--- config.mk ---
export PLATFORM = sky130hd
export DESIGN_NAME = mgt_ctrl_top
export DESIGN_NICKNAME = d
export VERILOG_FILES = /design/src/logic/opb_pkg.sv /design/src/logic/mgt_pkg.sv /design/src/logic/mgt_ctrl_top.sv /design/src/logic/mgt_param_apply.sv /design/src/logic/mgt_status_attach.sv /design/src/logic/opb_attach.sv
export SDC_FILE = /design/constraint.sdc
export NUM_CORES = 1
export LEC_CHECK = 0
export BUFFER_PORTS_ARGS = -buffer_cell sky130_fd_sc_hd__buf_2
export CORE_MARGIN = 5
export CORE_UTILIZATION = 46
export CTS_BUF_LIST = sky130_fd_sc_hd__clkbuf_2 sky130_fd_sc_hd__clkbuf_4 sky130_fd_sc_hd__clkbuf_8
export CTS_CLUSTER_SIZE = 8
export DETAILED_ROUTE_END_ITERATION = 12
export PLACE_DENSITY_LB_ADDON = 0.25
export SYNTH_ARGS = -nofsm -noshare
export SYNTH_HDL_FRONTEND = slang
export SYNTH_HIERARCHICAL = 1
export SYNTH_SLANG_ARGS = --single-unit
--- constraint.sdc ---
create_clock -name OPB_Clk -period 1.8 [get_ports OPB_Clk]
set_clock_uncertainty 0.1 [all_clocks]
set_input_delay 0.18 -clock OPB_Clk [delete_from_list [all_inputs] [get_ports OPB_Clk]]
set_output_delay 0.18 -clock OPB_Clk [all_outputs]
set_load 0.01 [all_outputs]
--- src/logic/opb_pkg.sv ---
package opb_pkg;

  // OPB bus sizes, bit 0 is the most significant bit on the bus
  parameter int DATA_W = 32;
  parameter int ADDR_W = 32;
  parameter int BE_W   = 4;

  // register select within a slave window
  parameter int REG_SEL_LSB = 2;  // word addressing
  parameter int REG_SEL_W   = 2;  // four registers per slave

  // byte lane holding bits 24..31, where every register lives
  parameter int LOW_BYTE_BE = BE_W - 1;

endpackage
--- src/logic/mgt_pkg.sv ---
package mgt_pkg;

  // analog setting widths
  parameter int RXEQMIX_W   = 2;
  parameter int RXEQPOLE_W  = 4;
  parameter int TXPREEMPH_W = 3;
  parameter int TXDIFF_W    = 3;

  // values after reset
  parameter logic [RXEQMIX_W-1:0]   RXEQMIX_RST   = 2'b00;
  parameter logic [RXEQPOLE_W-1:0]  RXEQPOLE_RST  = 4'b0000;
  parameter logic [TXPREEMPH_W-1:0] TXPREEMPH_RST = 3'b000;
  parameter logic [TXDIFF_W-1:0]    TXDIFF_RST    = 3'b100;  // mid swing

  // settings slave register map
  parameter logic [opb_pkg::REG_SEL_W-1:0] REG_RXEQMIX    = 2'd0;
  parameter logic [opb_pkg::REG_SEL_W-1:0] REG_RXEQPOLE   = 2'd1;
  parameter logic [opb_pkg::REG_SEL_W-1:0] REG_TXPREEMPH  = 2'd2;
  parameter logic [opb_pkg::REG_SEL_W-1:0] REG_TXDIFFCTRL = 2'd3;

  // status slave register map
  parameter logic [opb_pkg::REG_SEL_W-1:0] REG_STATUS = 2'd0;
  parameter logic [opb_pkg::REG_SEL_W-1:0] REG_ERRCNT = 2'd1;

  // receive error counter
  parameter int ERRCNT_W = 16;

  // status register fields, counted from the lsb (bus bit 31)
  parameter int STAT_LOCK_BIT = 0;
  parameter int STAT_BUSY_BIT = 1;

endpackage

--- src/logic/mgt_ctrl_top.sv ---
`timescale 1ns/1ps

module mgt_ctrl_top #(
  parameter logic [opb_pkg::ADDR_W-1:0] SET_BASEADDR  = 32'h0000_1000,
  parameter logic [opb_pkg::ADDR_W-1:0] SET_HIGHADDR  = 32'h0000_100F,
  parameter logic [opb_pkg::ADDR_W-1:0] STAT_BASEADDR = 32'h0000_2000,
  parameter logic [opb_pkg::ADDR_W-1:0] STAT_HIGHADDR = 32'h0000_200F,
  parameter int unsigned                APPLY_CYCLES  = 8
) (
  input  logic                              OPB_Clk,
  input  logic                              reset,
  input  logic [0:opb_pkg::ADDR_W-1]        OPB_ABus,
  input  logic [0:opb_pkg::BE_W-1]          OPB_BE,
  input  logic [0:opb_pkg::DATA_W-1]        OPB_DBus,
  input  logic                              OPB_RNW,
  input  logic                              OPB_select,
  input  logic                              OPB_seqAddr,
  input  logic                              rx_lock,
  input  logic                              rx_err,
  output logic [0:opb_pkg::DATA_W-1]        Sl_DBus,
  output logic                              Sl_xferAck,
  output logic                              Sl_errAck,
  output logic                              Sl_retry,
  output logic                              Sl_toutSup,
  output logic [mgt_pkg::RXEQMIX_W-1:0]     rxeqmix,
  output logic [mgt_pkg::RXEQPOLE_W-1:0]    rxeqpole,
  output logic [mgt_pkg::TXPREEMPH_W-1:0]   txpreemphasis,
  output logic [mgt_pkg::TXDIFF_W-1:0]      txdiffctrl,
  output logic                              pma_reset
);

  logic [0:opb_pkg::DATA_W-1] set_dbus;
  logic                       set_xferack;
  logic [0:opb_pkg::DATA_W-1] stat_dbus;
  logic                       stat_xferack;

  opb_attach #(
    .C_BASEADDR (SET_BASEADDR),
    .C_HIGHADDR (SET_HIGHADDR)
  ) set_slave (
    .OPB_Clk       (OPB_Clk),
    .reset         (reset),
    .OPB_ABus      (OPB_ABus),
    .OPB_BE        (OPB_BE),
    .OPB_DBus      (OPB_DBus),
    .OPB_RNW       (OPB_RNW),
    .OPB_select    (OPB_select),
    .OPB_seqAddr   (OPB_seqAddr),
    .Sl_DBus       (set_dbus),
    .Sl_xferAck    (set_xferack),
    .rxeqmix       (rxeqmix),
    .rxeqpole      (rxeqpole),
    .txpreemphasis (txpreemphasis),
    .txdiffctrl    (txdiffctrl)
  );

  mgt_status_attach #(
    .C_BASEADDR (STAT_BASEADDR),
    .C_HIGHADDR (STAT_HIGHADDR)
  ) stat_slave (
    .OPB_Clk    (OPB_Clk),
    .reset      (reset),
    .OPB_ABus   (OPB_ABus),
    .OPB_BE     (OPB_BE),
    .OPB_DBus   (OPB_DBus),
    .OPB_RNW    (OPB_RNW),
    .OPB_select (OPB_select),
    .rx_lock    (rx_lock),
    .rx_err     (rx_err),
    .pma_reset  (pma_reset),  // busy flag
    .Sl_DBus    (stat_dbus),
    .Sl_xferAck (stat_xferack)
  );

  mgt_param_apply #(
    .APPLY_CYCLES (APPLY_CYCLES)
  ) apply0 (
    .OPB_Clk       (OPB_Clk),
    .reset         (reset),
    .rxeqmix       (rxeqmix),
    .rxeqpole      (rxeqpole),
    .txpreemphasis (txpreemphasis),
    .txdiffctrl    (txdiffctrl),
    .pma_reset     (pma_reset)
  );

  // idle slaves drive zeros
  assign Sl_DBus    = set_dbus | stat_dbus;
  assign Sl_xferAck = set_xferack | stat_xferack;

  assign Sl_errAck  = 1'b0;
  assign Sl_retry   = 1'b0;
  assign Sl_toutSup = 1'b0;

endmodule

--- src/logic/mgt_param_apply.sv ---
`timescale 1ns/1ps

module mgt_param_apply #(
  parameter int unsigned APPLY_CYCLES = 8
) (
  input  logic                              OPB_Clk,
  input  logic                              reset,
  input  logic [mgt_pkg::RXEQMIX_W-1:0]     rxeqmix,
  input  logic [mgt_pkg::RXEQPOLE_W-1:0]    rxeqpole,
  input  logic [mgt_pkg::TXPREEMPH_W-1:0]   txpreemphasis,
  input  logic [mgt_pkg::TXDIFF_W-1:0]      txdiffctrl,
  output logic                              pma_reset
);

  localparam int CNT_W = $clog2(APPLY_CYCLES + 1);

  logic [mgt_pkg::RXEQMIX_W-1:0]   rxeqmix_q;
  logic [mgt_pkg::RXEQPOLE_W-1:0]  rxeqpole_q;
  logic [mgt_pkg::TXPREEMPH_W-1:0] txpreemph_q;
  logic [mgt_pkg::TXDIFF_W-1:0]    txdiff_q;
  logic                            changed;
  logic [CNT_W-1:0]                cnt;

  assign changed = (rxeqmix != rxeqmix_q) || (rxeqpole != rxeqpole_q) ||
                   (txpreemphasis != txpreemph_q) || (txdiffctrl != txdiff_q);

  // shadow starts at the reset values so reset alone gives no pulse
  always_ff @(posedge OPB_Clk) begin
    if (reset) begin
      rxeqmix_q   <= mgt_pkg::RXEQMIX_RST;
      rxeqpole_q  <= mgt_pkg::RXEQPOLE_RST;
      txpreemph_q <= mgt_pkg::TXPREEMPH_RST;
      txdiff_q    <= mgt_pkg::TXDIFF_RST;
    end else begin
      rxeqmix_q   <= rxeqmix;
      rxeqpole_q  <= rxeqpole;
      txpreemph_q <= txpreemphasis;
      txdiff_q    <= txdiffctrl;
    end
  end

  always_ff @(posedge OPB_Clk) begin
    if (reset) begin
      cnt <= '0;
    end else if (changed) begin
      cnt <= CNT_W'(APPLY_CYCLES);  // restart on every change
    end else if (cnt != '0) begin
      cnt <= cnt - CNT_W'(1);
    end
  end

  // high while counting APPLY_CYCLES down to 1
  assign pma_reset = (cnt != '0);

endmodule

--- src/logic/mgt_status_attach.sv ---
`timescale 1ns/1ps

module mgt_status_attach #(
  parameter logic [opb_pkg::ADDR_W-1:0] C_BASEADDR = '0,
  parameter logic [opb_pkg::ADDR_W-1:0] C_HIGHADDR = '0
) (
  input  logic                         OPB_Clk,
  input  logic                         reset,
  input  logic [0:opb_pkg::ADDR_W-1]   OPB_ABus,
  input  logic [0:opb_pkg::BE_W-1]     OPB_BE,
  input  logic [0:opb_pkg::DATA_W-1]   OPB_DBus,  // write data unused
  input  logic                         OPB_RNW,
  input  logic                         OPB_select,
  input  logic                         rx_lock,
  input  logic                         rx_err,
  input  logic                         pma_reset,
  output logic [0:opb_pkg::DATA_W-1]   Sl_DBus,
  output logic                         Sl_xferAck
);

  localparam int DW = opb_pkg::DATA_W;
  localparam int EW = mgt_pkg::ERRCNT_W;

  logic                          a_match;
  logic [opb_pkg::ADDR_W-1:0]    a_trans;
  logic [opb_pkg::REG_SEL_W-1:0] reg_sel;
  logic                          ack_next;
  logic                          err_clr;
  logic [mgt_pkg::ERRCNT_W-1:0]  errcnt;
  logic [DW-1:0]                 rd_data;

  assign a_match = (OPB_ABus >= C_BASEADDR) && (OPB_ABus <= C_HIGHADDR);
  assign a_trans = OPB_ABus - C_BASEADDR;
  assign reg_sel = a_trans[opb_pkg::REG_SEL_LSB +: opb_pkg::REG_SEL_W];

  assign ack_next = a_match && OPB_select && !Sl_xferAck;

  // clear request taken on the ack edge
  assign err_clr = ack_next && !OPB_RNW && OPB_BE[opb_pkg::LOW_BYTE_BE] &&
                   (reg_sel == mgt_pkg::REG_ERRCNT);

  always_ff @(posedge OPB_Clk) begin
    if (reset) begin
      Sl_xferAck <= 1'b0;
    end else begin
      Sl_xferAck <= ack_next;
    end
  end

  // saturating error count with clear priority
  always_ff @(posedge OPB_Clk) begin
    if (reset) begin
      errcnt <= '0;
    end else if (err_clr) begin
      errcnt <= '0;
    end else if (rx_err && (errcnt != '1)) begin
      errcnt <= errcnt + EW'(1);
    end
  end

  always_comb begin
    rd_data = '0;
    case (reg_sel)
      mgt_pkg::REG_STATUS: begin
        rd_data[mgt_pkg::STAT_LOCK_BIT] = rx_lock;    // bus bit 31
        rd_data[mgt_pkg::STAT_BUSY_BIT] = pma_reset;  // bus bit 30
      end
      mgt_pkg::REG_ERRCNT: begin
        rd_data[mgt_pkg::ERRCNT_W-1:0] = errcnt;
      end
      default: begin
        rd_data = '0;  // spare offsets read zero
      end
    endcase
  end

  assign Sl_DBus = Sl_xferAck ? rd_data : '0;

endmodule

--- src/logic/opb_attach.sv ---
`timescale 1ns/1ps

module opb_attach #(
  parameter logic [opb_pkg::ADDR_W-1:0] C_BASEADDR = '0,
  parameter logic [opb_pkg::ADDR_W-1:0] C_HIGHADDR = '0
) (
  input  logic                                OPB_Clk,
  input  logic                                reset,
  input  logic [0:opb_pkg::ADDR_W-1]          OPB_ABus,
  input  logic [0:opb_pkg::BE_W-1]            OPB_BE,
  input  logic [0:opb_pkg::DATA_W-1]          OPB_DBus,
  input  logic                                OPB_RNW,
  input  logic                                OPB_select,
  input  logic                                OPB_seqAddr,  // single beats only
  output logic [0:opb_pkg::DATA_W-1]          Sl_DBus,
  output logic                                Sl_xferAck,
  output logic [mgt_pkg::RXEQMIX_W-1:0]       rxeqmix,
  output logic [mgt_pkg::RXEQPOLE_W-1:0]      rxeqpole,
  output logic [mgt_pkg::TXPREEMPH_W-1:0]     txpreemphasis,
  output logic [mgt_pkg::TXDIFF_W-1:0]        txdiffctrl
);

  localparam int DW = opb_pkg::DATA_W;

  logic                          a_match;
  logic [opb_pkg::ADDR_W-1:0]    a_trans;
  logic [opb_pkg::REG_SEL_W-1:0] reg_sel;
  logic                          ack_next;
  logic                          wr_en;
  logic [DW-1:0]                 rd_data;

  assign a_match = (OPB_ABus >= C_BASEADDR) && (OPB_ABus <= C_HIGHADDR);
  assign a_trans = OPB_ABus - C_BASEADDR;
  assign reg_sel = a_trans[opb_pkg::REG_SEL_LSB +: opb_pkg::REG_SEL_W];

  // one ack per select, never two in a row
  assign ack_next = a_match && OPB_select && !Sl_xferAck;
  assign wr_en    = ack_next && !OPB_RNW && OPB_BE[opb_pkg::LOW_BYTE_BE];

  always_ff @(posedge OPB_Clk) begin
    if (reset) begin
      Sl_xferAck <= 1'b0;
    end else begin
      Sl_xferAck <= ack_next;
    end
  end

  always_ff @(posedge OPB_Clk) begin
    if (reset) begin
      rxeqmix       <= mgt_pkg::RXEQMIX_RST;
      rxeqpole      <= mgt_pkg::RXEQPOLE_RST;
      txpreemphasis <= mgt_pkg::TXPREEMPH_RST;
      txdiffctrl    <= mgt_pkg::TXDIFF_RST;
    end else if (wr_en) begin
      case (reg_sel)
        mgt_pkg::REG_RXEQMIX: begin
          rxeqmix <= OPB_DBus[DW-mgt_pkg::RXEQMIX_W +: mgt_pkg::RXEQMIX_W];
        end
        mgt_pkg::REG_RXEQPOLE: begin
          rxeqpole <= OPB_DBus[DW-mgt_pkg::RXEQPOLE_W +: mgt_pkg::RXEQPOLE_W];
        end
        mgt_pkg::REG_TXPREEMPH: begin
          txpreemphasis <= OPB_DBus[DW-mgt_pkg::TXPREEMPH_W +: mgt_pkg::TXPREEMPH_W];
        end
        mgt_pkg::REG_TXDIFFCTRL: begin
          txdiffctrl <= OPB_DBus[DW-mgt_pkg::TXDIFF_W +: mgt_pkg::TXDIFF_W];
        end
        default: begin
        end
      endcase
    end
  end

  // readback, zero extended into the low bits
  always_comb begin
    rd_data = '0;
    case (reg_sel)
      mgt_pkg::REG_RXEQMIX: begin
        rd_data[mgt_pkg::RXEQMIX_W-1:0] = rxeqmix;
      end
      mgt_pkg::REG_RXEQPOLE: begin
        rd_data[mgt_pkg::RXEQPOLE_W-1:0] = rxeqpole;
      end
      mgt_pkg::REG_TXPREEMPH: begin
        rd_data[mgt_pkg::TXPREEMPH_W-1:0] = txpreemphasis;
      end
      default: begin
        rd_data[mgt_pkg::TXDIFF_W-1:0] = txdiffctrl;
      end
    endcase
  end

  // lsb of rd_data lands on bus bit 31
  assign Sl_DBus = Sl_xferAck ? rd_data : '0;

endmodule

==> reports/results.ini <==
[clock_network]
clockBufferDepth=2
cts.htree.levels=2
path_clk_slew_ps=90
clock_sinks=46
ctsHoldBuffers=0
cts_root_buffer=clkbuf_8
clk_latency_ps=300
cts_buffers=5
cts_tree=built

[detailed_routing]
vias=2534
drc_errors=0
ant_nets=0
drt_iter0_markers=118
wire_per_inst_um=12.30
drt-total-wl_um=6533
drt-vias-per-instance=4.772
dr.pass1.iters=6

[power]
leakage_nw=1.717
ir_drop_v=0.0003448
powerDensity_nw_per_um2=651.4
power_w=0.002413

[floorplanning]
coreArea_um2=6681
die-height_um=92.35
dieArea_um2=8528
start_util_pct=46.69
die_w_um=92.35
row_count=30
ios=124

[global_route]
grt.total_usage_pct=15.43
antenna_found_initial=0
first_global_vias=2487
grt-ovfl-total=0
grt_pass1_wl_um=10860
grt_max_degree=20

[synthesis]
syn_area_per_cell_um2=8.713
synth_top_area_cell=dfxtp_1
synthTopCellsByCount=48 x buf_4, 46 x dfxtp_1, 34 x or2_1
synth_area_um2=3119
synth_area_leaders=dfxtp_1 30%, buf_4 12%, or2_1 6.8%
seq_area_frac_synth_pct=29.52
ys.flop_type=dfxtp_1
yosysTopAreaCellShare_pct=29.52
synth_edf_count=0
synth_cell_type_count=50
ys_warn_count=6
yosysMostFrequentCell=buf_4
netlist_instances=358
synthArstFlopShare_pct=0
ys_seq_elements=46

[worst_setup_path]
crit_type=reg -> out
slowest_stage=mux4_2
startpoint_type=flip-flop
end_kind=output pin
required_ps=1520
slowest_delay_ps=450
path_max_fanout=5
critPathArrivalTime_ps=1650
crit_chain=mux4_2, and2_1, or2_1, buf_2

[placement]
pre_cts_slack_ps=-86.77
gp_congestion=0.8339
io_buffers=70
place_hpwl_um=5166
placed_area_um2=3497

[timing]
hold_violations=0
clock.fmax_mhz=518.4
rsz0062_at_grt=yes
min_period_ps=1929
worst_slack_ps=-128.9
period_share_pct=107.2
drv_slew=0
setup_viol=16
hold_ws_ps=37.11

[layout]
fillers=613
final_layout_size_suffix_gt1_share_pct=31.71
diodes=0
fin_nets=528
final_cell_area_um2=3705
synthToLayoutAreaGrowth_pct=18.77
utilization_pct=55.45

[job]
maxCapViolCount=0

[status]
status=complete, but fails checks
violations=setup timing

[worst_hold_path]
hold_path.class=in -> reg

[cell usage in the layout (no fill, tap or decap), types with 2 or more instances in the layout]
| master | Yosys | layout |
|---|---|---|
| dfxtp_1 | 46 | 38 |
| nor4_1 | 10 | 10 |
| a21oi_1 | 8 | 8 |
| nand2_1 | 4 | 4 |
| mux4_2 | 2 | 2 |
| buf_2 | 3 | 70 |
| nand3_1 | 8 | 7 |
| nor4_4 | 3 | 3 |
| nand2b_1 | 14 | 14 |
| nor2b_1 | 14 | 14 |
| o41ai_1 | 2 | 2 |
| inv_1 | 5 | 2 |
| xor2_1 | 13 | 13 |
| nand4_1 | 13 | 13 |
| nor2_1 | 31 | 30 |
| and4_1 | 5 | 5 |
| inv_2 | 0 | 3 |
| or2_1 | 34 | 33 |
| xnor2_1 | 14 | 14 |
| nor3_1 | 7 | 7 |
| or3_1 | 2 | 2 |
| nand3_2 | 1 | 2 |
| buf_4 | 48 | 26 |
| mux2i_1 | 13 | 13 |
| o21ai_1 | 6 | 6 |
| and2_1 | 16 | 16 |
| clkbuf_8 | 0 | 6 |
| dfxtp_4 | 0 | 3 |
| dfxtp_2 | 0 | 5 |
| conb_1 | 3 | 47 |
| and3_1 | 2 | 2 |
| nor4b_1 | 3 | 3 |
[where the power goes]
group          internal (W)  total [W]  switching (W)
sequential          0.00105    0.00109      0.0000333
clock              0.000325   0.000670       0.000345
combinational      0.000343   0.000655       0.000313
total               0.00172    0.00241       0.000691
[logic make-up after synthesis]
family | count (synthesis) | share of synthesized area, %
AND/OR/NAND/NOR | 178 | 36.10
AO/OA/AOI/OAI | 23 | 5.656
adder cells (fa/ha/maj) | 3 | 1.203
XOR/XNOR | 27 | 7.581
flip-flops | 46 | 29.52
other | 3 | 0.3610
multiplexers | 16 | 5.976
buffers and inverters | 62 | 13.60
[critical path, delay by kind of cell, from the launching register on]
family	cells	cell delay (ps)
AND/OR/NAND/NOR	2	400
multiplexers	1	450
buffers and inverters	1	150
flip-flops	1	350
[path summary, 6_finish.rpt]
check,cells after the start,end,slack (ps),from
max,4,Sl_DBus[30],-130,set_slave/rxeqmix[1]
min,3,set_slave/rxeqpole[3],40,OPB_DBus[28]
max reg2reg,5,apply0/cnt[2],120,set_slave/txpreemphasis[0]
min reg2reg,2,set_slave/rxeqmix[0],400,set_slave/rxeqmix[0]
[metrics by stage]
stage	std cells	setup TNS (ps)
3_5_place_dp	515	-444.4
2_1_floorplan	402	0
6_report	531	-540.1
5_1_grt	531	-2437
4_1_cts	531	-1410
3_3_place_gp	515	-13.13
[cell type report]
| cell class | count | area, um^2 | share of cell area, % |
|---|---|---|---|
| inverters | 5 | 18.77 | 0.5066 |
| well taps | 80 | 100.1 | 2.702 |
| clock inverters | 1 | 5.005 | 0.1351 |
| multi-input cells | 294 | 1976 | 53.33 |
| flip-flops and latches | 46 | 938.4 | 25.33 |
| repair buffers | 98 | 576.8 | 15.57 |
| clock buffers | 7 | 90.09 | 2.432 |
[flip-flops by register name, summed over array words and instances (netlist names)]
name and count:
stat_slave/errcnt 16, apply0/cnt 4, apply0/rxeqpole_q 4, set_slave/rxeqpole 4
apply0/txdiff_q 3, apply0/txpreemph_q 3, set_slave/txdiffctrl 3, set_slave/txpreemphasis 3
apply0/rxeqmix_q 2, set_slave/rxeqmix 2, set_slave/Sl_xferAck 1, stat_slave/Sl_xferAck 1
[metal layers]
layer	vias up	global-route usage [%]	share of wire, %
met4	0	5.446	1.4
met5	-	0	0
met1	1129	19.09	46
li1	1328	-	-
met3	6	3.331	6.2
met2	71	26.34	46
[repair_timing]
action	4_1_cts	5_1_grt
buffers inserted	8	0
endpoints found under the setup margin	16	21
pin swaps	3	0
gates resized for setup	17	6
Note: power is estimated with default switching activity, not from simulation.
